[src/peConsts.svh]
/*
 * PE array constants
 * lane count, datapath and immediate widths, register file depth
 */

`ifndef PE_CONSTS_SVH
`define PE_CONSTS_SVH

//**************************************************************************
// array geometry
//**************************************************************************

`define PE_NUM_LANES 4           // lanes in the chain, lane 0 is leftmost

//**************************************************************************
// datapath
//**************************************************************************

`define PE_DATA_WIDTH 16         // lane data word

`define PE_IMM_WIDTH 8           // instruction immediate, sign-extended

// register file, depth and index must agree
`define PE_RF_DEPTH 4
`define PE_RF_INDEX_WIDTH 2

`endif

[src/pePkg.sv]
/*
 * PE array types
 * opcodes, result sources, ALU operations, boundary modes and the
 * instruction, broadcast control and configuration structs
 */

`include "peConsts.svh"

package pePkg;

  typedef logic [`PE_DATA_WIDTH-1:0] peDataT;  // one lane word

  //**************************************************************************
  // instruction encoding
  //**************************************************************************

  typedef enum logic [2:0] {
    OP_NOP = 3'd0,  // no write
    OP_LDI = 3'd1,  // rd = sext(imm)
    OP_LID = 3'd2,  // rd = lane index
    OP_ADD = 3'd3,  // rd = ra + rb
    OP_SUB = 3'd4,  // rd = ra - rb
    OP_XOR = 3'd5,  // rd = ra ^ rb
    OP_MVL = 3'd6,  // rd = left neighbour ra
    OP_MVR = 3'd7   // rd = right neighbour ra
  } peOpcodeE;

  typedef struct packed {
    peOpcodeE                      opcode;
    logic [`PE_RF_INDEX_WIDTH-1:0] rd;
    logic [`PE_RF_INDEX_WIDTH-1:0] ra;
    logic [`PE_RF_INDEX_WIDTH-1:0] rb;
    logic [`PE_IMM_WIDTH-1:0]      imm;
  } peInsT;

  //**************************************************************************
  // broadcast control
  //**************************************************************************

  // write-back value select
  typedef enum logic [2:0] {
    SRC_ALU   = 3'd0,
    SRC_IMM   = 3'd1,
    SRC_LANE  = 3'd2,
    SRC_LEFT  = 3'd3,
    SRC_RIGHT = 3'd4
  } resultSrcE;

  typedef enum logic [1:0] {
    ALU_ADD = 2'd0,
    ALU_SUB = 2'd1,
    ALU_XOR = 2'd2
  } aluOpE;

  typedef struct packed {
    logic                          writeEnable;  // valid instruction this cycle
    resultSrcE                     src;
    aluOpE                         aluOp;
    logic [`PE_RF_INDEX_WIDTH-1:0] rd;
    logic [`PE_RF_INDEX_WIDTH-1:0] ra;
    logic [`PE_RF_INDEX_WIDTH-1:0] rb;
    peDataT                        imm;          // already sign-extended
  } peCtrlT;

  // edge lane neighbour source, same code for both ends
  typedef enum logic [1:0] {
    BND_ZERO   = 2'd0,
    BND_SCALAR = 2'd1,
    BND_WRAP   = 2'd2,
    BND_SELF   = 2'd3
  } boundaryModeE;

  typedef struct packed {
    boundaryModeE firstMode;  // left input of lane 0
    boundaryModeE lastMode;   // right input of last lane
    peDataT       scalar;     // control processor value
  } arrayCfgT;

endpackage

[src/broadcastDecode.sv]
/*
 * Broadcast decode
 * two-stage front end shared by all lanes. Stage one captures the
 * strobed instruction, stage two decodes it into the control word
 * that every lane executes in lockstep.
 */

`timescale 1ns/1ps
`include "peConsts.svh"

module broadcastDecode (
  input  logic           clk,
  input  logic           rstN,
  input  logic           insValid,  // one-cycle strobe, no back-pressure
  input  pePkg::peInsT   ins,
  output pePkg::peCtrlT  ctrl       // to every lane
);

  import pePkg::*;

  logic   fetchValid;
  peInsT  fetchIns;
  peCtrlT ctrlNext;

  //**************************************************************************
  // fetch stage
  //**************************************************************************

  always_ff @(posedge clk) begin
    if (!rstN) begin
      fetchValid <= 1'b0;
    end else begin
      fetchValid <= insValid;
    end
  end

  always_ff @(posedge clk) begin
    if (insValid) begin
      fetchIns <= ins;  // held while idle
    end
  end

  //**************************************************************************
  // decode stage
  //**************************************************************************

  always_comb begin
    ctrlNext.writeEnable = fetchValid;
    ctrlNext.src         = SRC_ALU;
    ctrlNext.aluOp       = ALU_ADD;
    ctrlNext.rd          = fetchIns.rd;
    ctrlNext.ra          = fetchIns.ra;
    ctrlNext.rb          = fetchIns.rb;
    // sign-extend imm to lane width
    ctrlNext.imm = {{(`PE_DATA_WIDTH - `PE_IMM_WIDTH){fetchIns.imm[`PE_IMM_WIDTH-1]}},
                    fetchIns.imm};
    case (fetchIns.opcode)
      OP_NOP: ctrlNext.writeEnable = 1'b0;  // nothing written
      OP_LDI: ctrlNext.src = SRC_IMM;
      OP_LID: ctrlNext.src = SRC_LANE;
      OP_ADD: ctrlNext.aluOp = ALU_ADD;
      OP_SUB: ctrlNext.aluOp = ALU_SUB;
      OP_XOR: ctrlNext.aluOp = ALU_XOR;
      OP_MVL: ctrlNext.src = SRC_LEFT;
      OP_MVR: ctrlNext.src = SRC_RIGHT;
      default: ctrlNext.writeEnable = 1'b0;
    endcase
  end

  // whole word cleared so lanes see a clean NOP out of reset
  always_ff @(posedge clk) begin
    if (!rstN) begin
      ctrl <= '0;
    end else begin
      ctrl <= ctrlNext;
    end
  end

endmodule

[src/boundaryControl.sv]
/*
 * Boundary control
 * holds the array configuration and picks what the edge lanes see
 * in place of their missing neighbour: zero, the control processor
 * scalar, the opposite end lane, or the lane itself.
 */

`timescale 1ns/1ps
`include "peConsts.svh"

module boundaryControl (
  input  logic             clk,
  input  logic             rstN,
  input  logic             cfgWrite,       // one-cycle load strobe
  input  pePkg::arrayCfgT  cfg,
  input  pePkg::peDataT    firstPortData,  // lane 0 ra
  input  pePkg::peDataT    lastPortData,   // last lane ra
  output pePkg::peDataT    firstLeftData,
  output pePkg::peDataT    lastRightData
);

  import pePkg::*;

  arrayCfgT cfgReg;

  // one rule for both ends, only own and opposite swap
  function automatic peDataT selectBoundary(
    input boundaryModeE mode,
    input peDataT       ownData,
    input peDataT       oppositeData,
    input peDataT       scalar
  );
    case (mode)
      BND_ZERO:   return '0;
      BND_SCALAR: return scalar;
      BND_WRAP:   return oppositeData;  // ring
      BND_SELF:   return ownData;       // mirror
      default:    return '0;
    endcase
  endfunction

  always_ff @(posedge clk) begin
    if (!rstN) begin
      cfgReg <= '{firstMode: BND_ZERO, lastMode: BND_ZERO, scalar: '0};
    end else if (cfgWrite) begin
      cfgReg <= cfg;
    end
  end

  // combinational from port data, no extra cycle
  assign firstLeftData = selectBoundary(cfgReg.firstMode, firstPortData, lastPortData,
                                        cfgReg.scalar);
  assign lastRightData = selectBoundary(cfgReg.lastMode, lastPortData, firstPortData,
                                        cfgReg.scalar);

endmodule

[src/laneRegFile.sv]
/*
 * Lane register file
 * two combinational read ports, one write port taken at the clock
 * edge, all registers cleared by reset
 */

`timescale 1ns/1ps
`include "peConsts.svh"

module laneRegFile (
  input  logic                          clk,
  input  logic                          rstN,
  input  logic                          writeEnable,
  input  logic [`PE_RF_INDEX_WIDTH-1:0] writeAddr,
  input  logic [`PE_RF_INDEX_WIDTH-1:0] readAddrA,
  input  logic [`PE_RF_INDEX_WIDTH-1:0] readAddrB,
  input  logic [`PE_DATA_WIDTH-1:0]     writeData,
  output logic [`PE_DATA_WIDTH-1:0]     readDataA,
  output logic [`PE_DATA_WIDTH-1:0]     readDataB
);

  logic [`PE_DATA_WIDTH-1:0] regs [`PE_RF_DEPTH];

  always_ff @(posedge clk) begin
    if (!rstN) begin
      for (int i = 0; i < `PE_RF_DEPTH; i++) begin
        regs[i] <= '0;  // architectural state starts at zero
      end
    end else if (writeEnable) begin
      regs[writeAddr] <= writeData;
    end
  end

  // reads see the old value during a write cycle
  // no bypass needed, the next instruction reads after the edge
  assign readDataA = regs[readAddrA];
  assign readDataB = regs[readAddrB];

endmodule

[src/peLane.sv]
/*
 * Processing element lane
 * reads ra and rb from its own register file, runs the ALU, selects
 * the write-back value among ALU, immediate, lane index and the two
 * neighbours, then writes rd and registers the result.
 */

`timescale 1ns/1ps
`include "peConsts.svh"

module peLane #(
  parameter int laneId = 0  // value written by LID
) (
  input  logic           clk,
  input  logic           rstN,
  input  pePkg::peCtrlT  ctrl,         // broadcast control
  input  pePkg::peDataT  leftData,     // left neighbour ra or boundary
  input  pePkg::peDataT  rightData,    // right neighbour ra or boundary
  output pePkg::peDataT  portData,     // own ra, to neighbours
  output pePkg::peDataT  laneResult,
  output logic           resultValid
);

  import pePkg::*;

  peDataT opA;
  peDataT opB;
  peDataT aluResult;
  peDataT writeValue;

  //**************************************************************************
  // operand read
  //**************************************************************************

  laneRegFile uRegFile (
    .clk         (clk),
    .rstN        (rstN),
    .writeEnable (ctrl.writeEnable),
    .writeAddr   (ctrl.rd),
    .readAddrA   (ctrl.ra),
    .readAddrB   (ctrl.rb),
    .writeData   (writeValue),
    .readDataA   (opA),
    .readDataB   (opB)
  );

  assign portData = opA;  // same port feeds MVL/MVR of both neighbours

  //**************************************************************************
  // execute
  //**************************************************************************

  // wraps modulo 2^16, no flags
  always_comb begin
    case (ctrl.aluOp)
      ALU_ADD: aluResult = opA + opB;
      ALU_SUB: aluResult = opA - opB;
      ALU_XOR: aluResult = opA ^ opB;
      default: aluResult = opA + opB;
    endcase
  end

  always_comb begin
    case (ctrl.src)
      SRC_ALU:   writeValue = aluResult;
      SRC_IMM:   writeValue = ctrl.imm;          // sign-extended in decode
      SRC_LANE:  writeValue = peDataT'(laneId);
      SRC_LEFT:  writeValue = leftData;
      SRC_RIGHT: writeValue = rightData;
      default:   writeValue = aluResult;
    endcase
  end

  //**************************************************************************
  // result register
  //**************************************************************************

  always_ff @(posedge clk) begin
    if (!rstN) begin
      resultValid <= 1'b0;
    end else begin
      resultValid <= ctrl.writeEnable;  // one cycle, mirrors the rd write
    end
  end

  always_ff @(posedge clk) begin
    if (ctrl.writeEnable) begin
      laneResult <= writeValue;  // same value that went to rd
    end
  end

endmodule

[src/peArrayTop.sv]
/*
 * PE array top
 * one decoder broadcasting to a chain of lanes. Each lane sees its
 * neighbours' ra port; the two edge lanes get their outer neighbour
 * from the boundary control.
 */

`timescale 1ns/1ps
`include "peConsts.svh"

module peArrayTop (
  input  logic                                  clk,
  input  logic                                  rstN,
  input  logic                                  insValid,
  input  pePkg::peInsT                          ins,
  input  logic                                  cfgWrite,
  input  pePkg::arrayCfgT                       cfg,
  output logic                                  resultValid,
  output pePkg::peDataT [`PE_NUM_LANES-1:0]     laneResult
);

  import pePkg::*;

  peCtrlT                      ctrl;            // broadcast
  peDataT [`PE_NUM_LANES-1:0]  portData;        // per-lane ra
  peDataT [`PE_NUM_LANES-1:0]  leftIn;
  peDataT [`PE_NUM_LANES-1:0]  rightIn;
  logic   [`PE_NUM_LANES-1:0]  laneValid;
  peDataT                      firstLeftData;
  peDataT                      lastRightData;

  //**************************************************************************
  // shared front end
  //**************************************************************************

  broadcastDecode uDecode (
    .clk      (clk),
    .rstN     (rstN),
    .insValid (insValid),
    .ins      (ins),
    .ctrl     (ctrl)
  );

  boundaryControl uBoundary (
    .clk           (clk),
    .rstN          (rstN),
    .cfgWrite      (cfgWrite),
    .cfg           (cfg),
    .firstPortData (portData[0]),
    .lastPortData  (portData[`PE_NUM_LANES-1]),
    .firstLeftData (firstLeftData),
    .lastRightData (lastRightData)
  );

  //**************************************************************************
  // lane chain
  //**************************************************************************

  for (genvar i = 0; i < `PE_NUM_LANES; i++) begin : gLane
    if (i == 0) begin : gLeftEdge
      assign leftIn[i] = firstLeftData;
    end else begin : gLeftLink
      assign leftIn[i] = portData[i-1];
    end
    if (i == `PE_NUM_LANES - 1) begin : gRightEdge
      assign rightIn[i] = lastRightData;
    end else begin : gRightLink
      assign rightIn[i] = portData[i+1];
    end

    peLane #(
      .laneId (i)
    ) uLane (
      .clk         (clk),
      .rstN        (rstN),
      .ctrl        (ctrl),
      .leftData    (leftIn[i]),
      .rightData   (rightIn[i]),
      .portData    (portData[i]),
      .laneResult  (laneResult[i]),
      .resultValid (laneValid[i])
    );
  end

  assign resultValid = laneValid[0];  // lanes run in lockstep

endmodule

[config.mk]
export PLATFORM = sky130hd
export DESIGN_NAME = peArrayTop
export DESIGN_NICKNAME = d
export VERILOG_FILES = /design/src/pePkg.sv /design/src/broadcastDecode.sv /design/src/boundaryControl.sv /design/src/laneRegFile.sv /design/src/peLane.sv /design/src/peArrayTop.sv
export VERILOG_INCLUDE_DIRS = /design/src /design/src/src
export SDC_FILE = /design/constraint.sdc
export NUM_CORES = 1
export LEC_CHECK = 0
export BUFFER_PORTS_ARGS = -buffer_cell sky130_fd_sc_hd__buf_2
export CAP_MARGIN = 15
export CELL_PAD_IN_SITES_DETAIL_PLACEMENT = 0
export CELL_PAD_IN_SITES_GLOBAL_PLACEMENT = 1
export CORE_MARGIN = 1
export CORE_UTILIZATION = 40
export DETAILED_ROUTE_END_ITERATION = 6
export PLACE_DENSITY = 0.74
export SYNTH_ARGS = -nofsm -noshare
export SYNTH_HDL_FRONTEND = slang
export SYNTH_SLANG_ARGS = --single-unit
export TNS_END_PERCENT = 10
[constraint.sdc]
create_clock -name clk -period 7 [get_ports clk]
set_clock_uncertainty 0.15 [all_clocks]
set_input_delay 1.4 -clock clk [delete_from_list [all_inputs] [get_ports clk]]
set_output_delay 1.4 -clock clk [all_outputs]
set_load 0.03 [all_outputs]
* Word level (Yosys, flattened, before mapping)
Memories as Yosys holds them, arrays and structs flattened. A register that Yosys moved wholly into a read port is not among the register bits.
Cells that the tools add are included.
** Word-level totals
- Register bits after elaboration :: 119
- Bits of input ports :: 41
- Memory bits (writable) :: 256
- Memories kept :: 4
- Logic and storage cells :: 98
- Output and inout bits :: 65
** Memory list
- gLane[0].uLane.uRegFile.regs :: words 4, bits a word 16, read ports 2, clocked after Yosys merged registers in 2, write ports 4, RTL line laneRegFile.sv:22 : logic [`PE_DATA_WIDTH-1:0] regs [`PE_RF_DEPTH];
- gLane[1].uLane.uRegFile.regs :: words 4, bits a word 16, read ports 2, clocked after Yosys merged registers in 2, write ports 4, RTL line laneRegFile.sv:22
- gLane[2].uLane.uRegFile.regs :: words 4, bits a word 16, read ports 2, clocked after Yosys merged registers in 2, write ports 4, RTL line laneRegFile.sv:22
- gLane[3].uLane.uRegFile.regs :: words 4, bits a word 16, read ports 2, clocked after Yosys merged registers in 2, write ports 4, RTL line laneRegFile.sv:22
** Operators by class
- Eq/ne operators :: 18
- Mux-type cells :: 36
- Bitwise gates (word level) :: 5
- Reduce and logical (&&, ||, !) cells :: 8
- $add $sub $neg :: 8
** Operators by type and width (count)
- $pmux W16 S4 :: 6
- $pmux W16 S2 :: 4
- $add A16 B16 Y16 :: 4
- $mux W16 :: 4
- $reduce_or A16 Y1 :: 4
- $sub A16 B16 Y16 :: 4
- $xor A16 B16 Y16 :: 4
- $mux W2 :: 12
- $eq A3 B3 Y1 const B :: 5
- $pmux W3 S4 :: 1
- $eq A2 B2 Y1 const B :: 5
- $eq A3 B2 Y1 const B :: 3
- $mux W1 :: 8
- $eq A2 B1 Y1 const B :: 3
- $eq A3 B1 Y1 const B :: 2
- $logic_not A2 Y1 :: 2
- $pmux W2 S2 :: 1
- $logic_not A3 Y1 :: 1
- $reduce_or A2 Y1 :: 1
- $not A1 Y1 :: 1

* Logic depth before layout (Yosys ltp)
- Depth in word-level cells :: 5
- Depth in mapped cells :: 20
- Gate-level depth less buffers :: 16

* Modules after synthesis
Synthesis repeated with hierarchy kept, for this count alone.
** Unflattened totals
- Cell total of the unflattened synthesis :: 2145
- Area total of the unflattened synthesis :: 25216.7 um^2
** Modules (own cells, without submodules)
- laneRegFile :: instances 4, sequential area each 1921.8 um^2, cells an instance 186, area an instance 3273.1 um^2
- peLane (gLane[0].uLane) :: instances 1, sequential area each 500.5 um^2, cells an instance 315, area an instance 2427.3 um^2
- peLane (gLane[3].uLane) :: instances 1, sequential area each 500.5 um^2, cells an instance 301, area an instance 2372.3 um^2
- peLane (gLane[2].uLane) :: instances 1, sequential area each 500.5 um^2, cells an instance 282, area an instance 2290.9 um^2
- peLane (gLane[1].uLane) :: instances 1, sequential area each 500.5 um^2, cells an instance 281, area an instance 2285.9 um^2
- boundaryControl :: instances 1, sequential area each 400.4 um^2, cells an instance 149, area an instance 1544.0 um^2
- broadcastDecode :: instances 1, sequential area each 930.9 um^2, cells an instance 73, area an instance 1203.7 um^2

* Least setup slack after synthesis
OpenSTA, ideal clock, no wires.
- Kind :: flip-flop to flip-flop
- Start point :: register with a tool-made name
- End point :: memory gLane[3].uLane.uRegFile.regs[0][15] in the netlist's numbering (data pin)
- Setup time :: 0.283 ns
- Cell stages (with the launch flop) :: 19
- Required time :: 6.567 ns
- Buffers on the path :: 4
- Clock period less this slack :: 4.865 ns
- Setup slack :: 2.135 ns
- Data arrival time :: 4.432 ns
- Cells stage by stage :: dfxtp_1 buf_6 buf_2 buf_4 buf_2 mux4_2 inv_1 ha_1 mux2i_1 ha_1 nor2b_1 o31ai_1 a21oi_1 nor2_1 o21ai_0 a221oi_1 xnor2_1 mux2i_1 a2111oi_0
** RTL lines (RTL line)
- end: declaration :: laneRegFile.sv:22

==> key figures <==
Placement
  – RD Place Congestion: 0.940
  – Post-DP HPWL: 50.2 mm
  – Port Buffer Count: 105
  – DP Worst Slack: 1390 ps

Critical path
  – Crit. End Element: register
  – Flop-to-flop setup slack: 1390 ps
  – Worst Path Max Fanout: 37
  – WP data arrival: 5760 ps
  – CP max stage cell: dfxtp_4
  – Crit Path Class: reg2reg
  – Critical Path, Cell by Cell: mux4_2 > or4_4 > or3_1 > o41ai_1 > xor2_1 > ha_1 > a21o_1 > a21o_1 > a21oi_1 > o21ai_0 > a22o_1 > or3_1 > a21oi_2 > nor3_1
  – Highest cell delay on the worst timing path: 910 ps
  – FF-to-FF End: gLane[2].uLane.uRegFile.regs[0][15]
  – Startpoint types: register
  – Worst Reg-to-Reg Cells: 14
  – Worst path required time: 7150 ps

STA
  – Setup TNS Final: 0 ps
  – Final hold vios: 0
  – Setup violations, final: 0
  – Fmax: 0.178 GHz
  – Period utilisation layout: 0.802
  – Max Slew Vio Count: 0
  – Tmin final: 5610 ps
  – Relative slew slack: 0.175
  – Worst Max-Slew Pin Slew: 1240 ps
  – RSZ-0062 raised after global routing: no
  – Worst setup margin: 1390 ps

Synth
  – Post-synth EDFFs: 337
  – Synthesized area per cell: 11.5 sq um
  – Cell area after synthesis: 23000 sq um
  – Ys Warns: 0
  – Cell variety after synth: 74
  – Share of the synthesized area in the top cell type: 0.440
  – Ranking of synthesized cells by area: edfxtp_1, mux4_2, nor2_1
  – Count leader, synth: edfxtp_1
  – Predominant post-synthesis flop cell: edfxtp_1
  – FFs w/ async S/R, synth: 0
  – Synth Net Count: 2125
  – Register area share after synthesis: 0.476
  – Most frequent cells after synthesis: edfxtp_1, nor2_1, mux4_2
  – Synth Register Bits: 379
  – Syn Inst Count: 2008
  – Synth area leader: edfxtp_1

Layout
  – Fillers: 5271
  – Inserted Diodes: 0
  – Sequential cell area: 11000 sq um
  – Share of layout cells above drive strength 1: 0.195
  – Multi-input logic area: 11300 sq um
  – Nets: 2191
  – Area growth, synth to finish: 12.3%

Floorplan
  – Die Width: 242 um
  – Row Count: 87
  – Top-level I/O count: 106
  – Chip Height: 242 um
  – Starting Density: 0.407
  – Die Area: 58500 sq um
  – Core Area: 56600 sq um

GRT
  – Initial antenna violation count: 3
  – Total congestion overflow: 0
  – First-pass GRT wire length: 109 mm
  – Global Route Usage Sum: 0.249
  – Vias in the first global route: 17100
  – Largest net degree at the start of global routing: 66

Clocking
  – CTS Buf Count: 44
  – CTS Buffer Depth: 3
  – Postcts setup bufs: 0
  – Root buffer cell: clkbuf_16
  – CTS tree: done
  – # clock sinks: 379
  – Clock Latency Late Sink: 600 ps
  – Clock slew at reported path FFs: 60 ps
  – H-tree depth: 2
  – Hold Buf Count CTS: 0
  – Post_cts resized: 0

Worst hold path
  – Hold depth: 1
  – Hold Crit Endpoint: uDecode.ctrl[1]
  – Min-Delay Path Class: reg2reg
  – Min-delay src: uDecode.ctrlNext[1]

Drt
  – Routed Antenna Nets: 0
  – DRT Pass-1 Iters: 6
  – # DRC: 0
  – WL final: 73.8 mm
  – Vias: 17200
  – Routed WL per cell: 25.7 um
  – Vias/cell: 6.02
  – Drt initial violations: 2017

Power and ir drop
  – Peak VDD IR: 0.000194 V
  – Leak: 9.88 nW
  – Total power: 7.19 mW
  – Power per Cell Area: 278 nW/um^2

Run status
  – Outcome: complete, no violations

Job
  – Max cap viols: 0
## routing by layer
| metal | GRT usage | vias to the layer above | wire length [um] |
|---|---|---|---|
| met1 | 0.332 | 8637 | 30300 |
| met3 | 0.0465 | 150 | 6250 |
| met4 | 0.0936 | 4 | 2580 |
| met5 | 0 | - | 20 |
| met2 | 0.403 | 791 | 34600 |
| li1 | - | 7657 | - |
## where the power goes
part / internal (mW) / switching (mW) / leakage (nW)
combinational: 0.739 / 1.33 / 5.41
sequential: 2.63 / 0.0859 / 3.75
clock: 1.43 / 0.973 / 0.717
## placed cells by master, fill, tap and decap left out, types with 14 or more instances in the layout
cell type	netlist	routed
a221oi_1	18	18
and2_1	17	17
mux4_2	128	128
a21oi_1	109	109
ha_1	72	72
nand2b_1	22	21
a21o_1	14	14
xnor2_1	72	71
nor3_1	27	27
xor2_1	78	77
buf_2	8	105
edfxtp_1	337	337
dfxtp_1	42	37
o211ai_1	17	17
buf_4	2	35
o31ai_1	15	15
nor2_1	318	316
o221ai_1	19	19
nand2_1	90	84
inv_1	97	97
mux2_2	32	32
o21ai_0	85	85
o21a_1	19	19
a22oi_1	24	24
mux2i_1	25	25
nor2b_1	32	29
clkbuf_16	0	45
or3_1	16	15
## flip-flops by register name, summed over array words and instances (netlist names), named ones only
name                       flops
uDecode.fetchIns               3
gLane.uLane.uRegFile.regs    256
gLane.uLane.resultValid        1
uDecode.fetchValid             1
uBoundary.cfgReg              20
uDecode.ctrlNext              14
uDecode.ctrl                  16
gLane.uLane.laneResult        64
## worst max-delay path, delay by kind of cell (launching register included)
family / cells / cell delay, ps
simple gates: 4 / 1380
compound gates: 7 / 1650
fa+ha+maj: 1 / 390
xor+xnor: 1 / 140
mux: 1 / 670
flops: 1 / 910
## final cells by class
cell class | instances | share of cell area
multi-input combinational | 1409 | 0.435
tap | 756 | 0.0366
clock buffer | 59 | 0.0460
sequential | 379 | 0.425
timing repair buffer | 141 | 0.0313
inverter | 99 | 0.0144
clock inverter | 23 | 0.0117
## stage by stage
stage               instance area, sq um  std cells  hold WS (ps)  utilization
floorplan                          23000       2008           264            -
global placement                   24400       2784           282        0.430
detailed placement                 24400       2784           284        0.430
CTS                                25800       2866           297        0.457
global route                       25800       2866           311        0.457
finish                             25800       2866           293        0.457
## cell families (layout without fill, tap and decap cells)
family,count (synthesis),after routing,share of synthesized area
DFF,379,379,0.476
buffers and inverters,220,322,0.0376
muxes,185,185,0.152
and+or+nand+nor,568,568,0.111
AOI/OAI and AO/OA,430,430,0.123
xor gates and xnor gates,150,150,0.0571
adders and majority gates,76,76,0.0426
## how the worst max path moves through the flow
stage / start / endpoint / slack, ps / depth (start not counted)
after floorplan: register / gLane[3].uLane.uRegFile.regs[0][15] / 2140 / 18
after global placement: register / gLane[2].uLane.uRegFile.regs[0][15] / 1430 / 14
after detailed placement: register / gLane[2].uLane.uRegFile.regs[0][15] / 1390 / 14
after CTS: register / gLane[3].uLane.uRegFile.regs[0][15] / 1350 / 16
after global routing: register / gLane[3].uLane.uRegFile.regs[2][15] / 920 / 16
final: register / gLane[2].uLane.uRegFile.regs[0][15] / 1390 / 14
No activity file was read; power rests on OpenSTA's default activity.
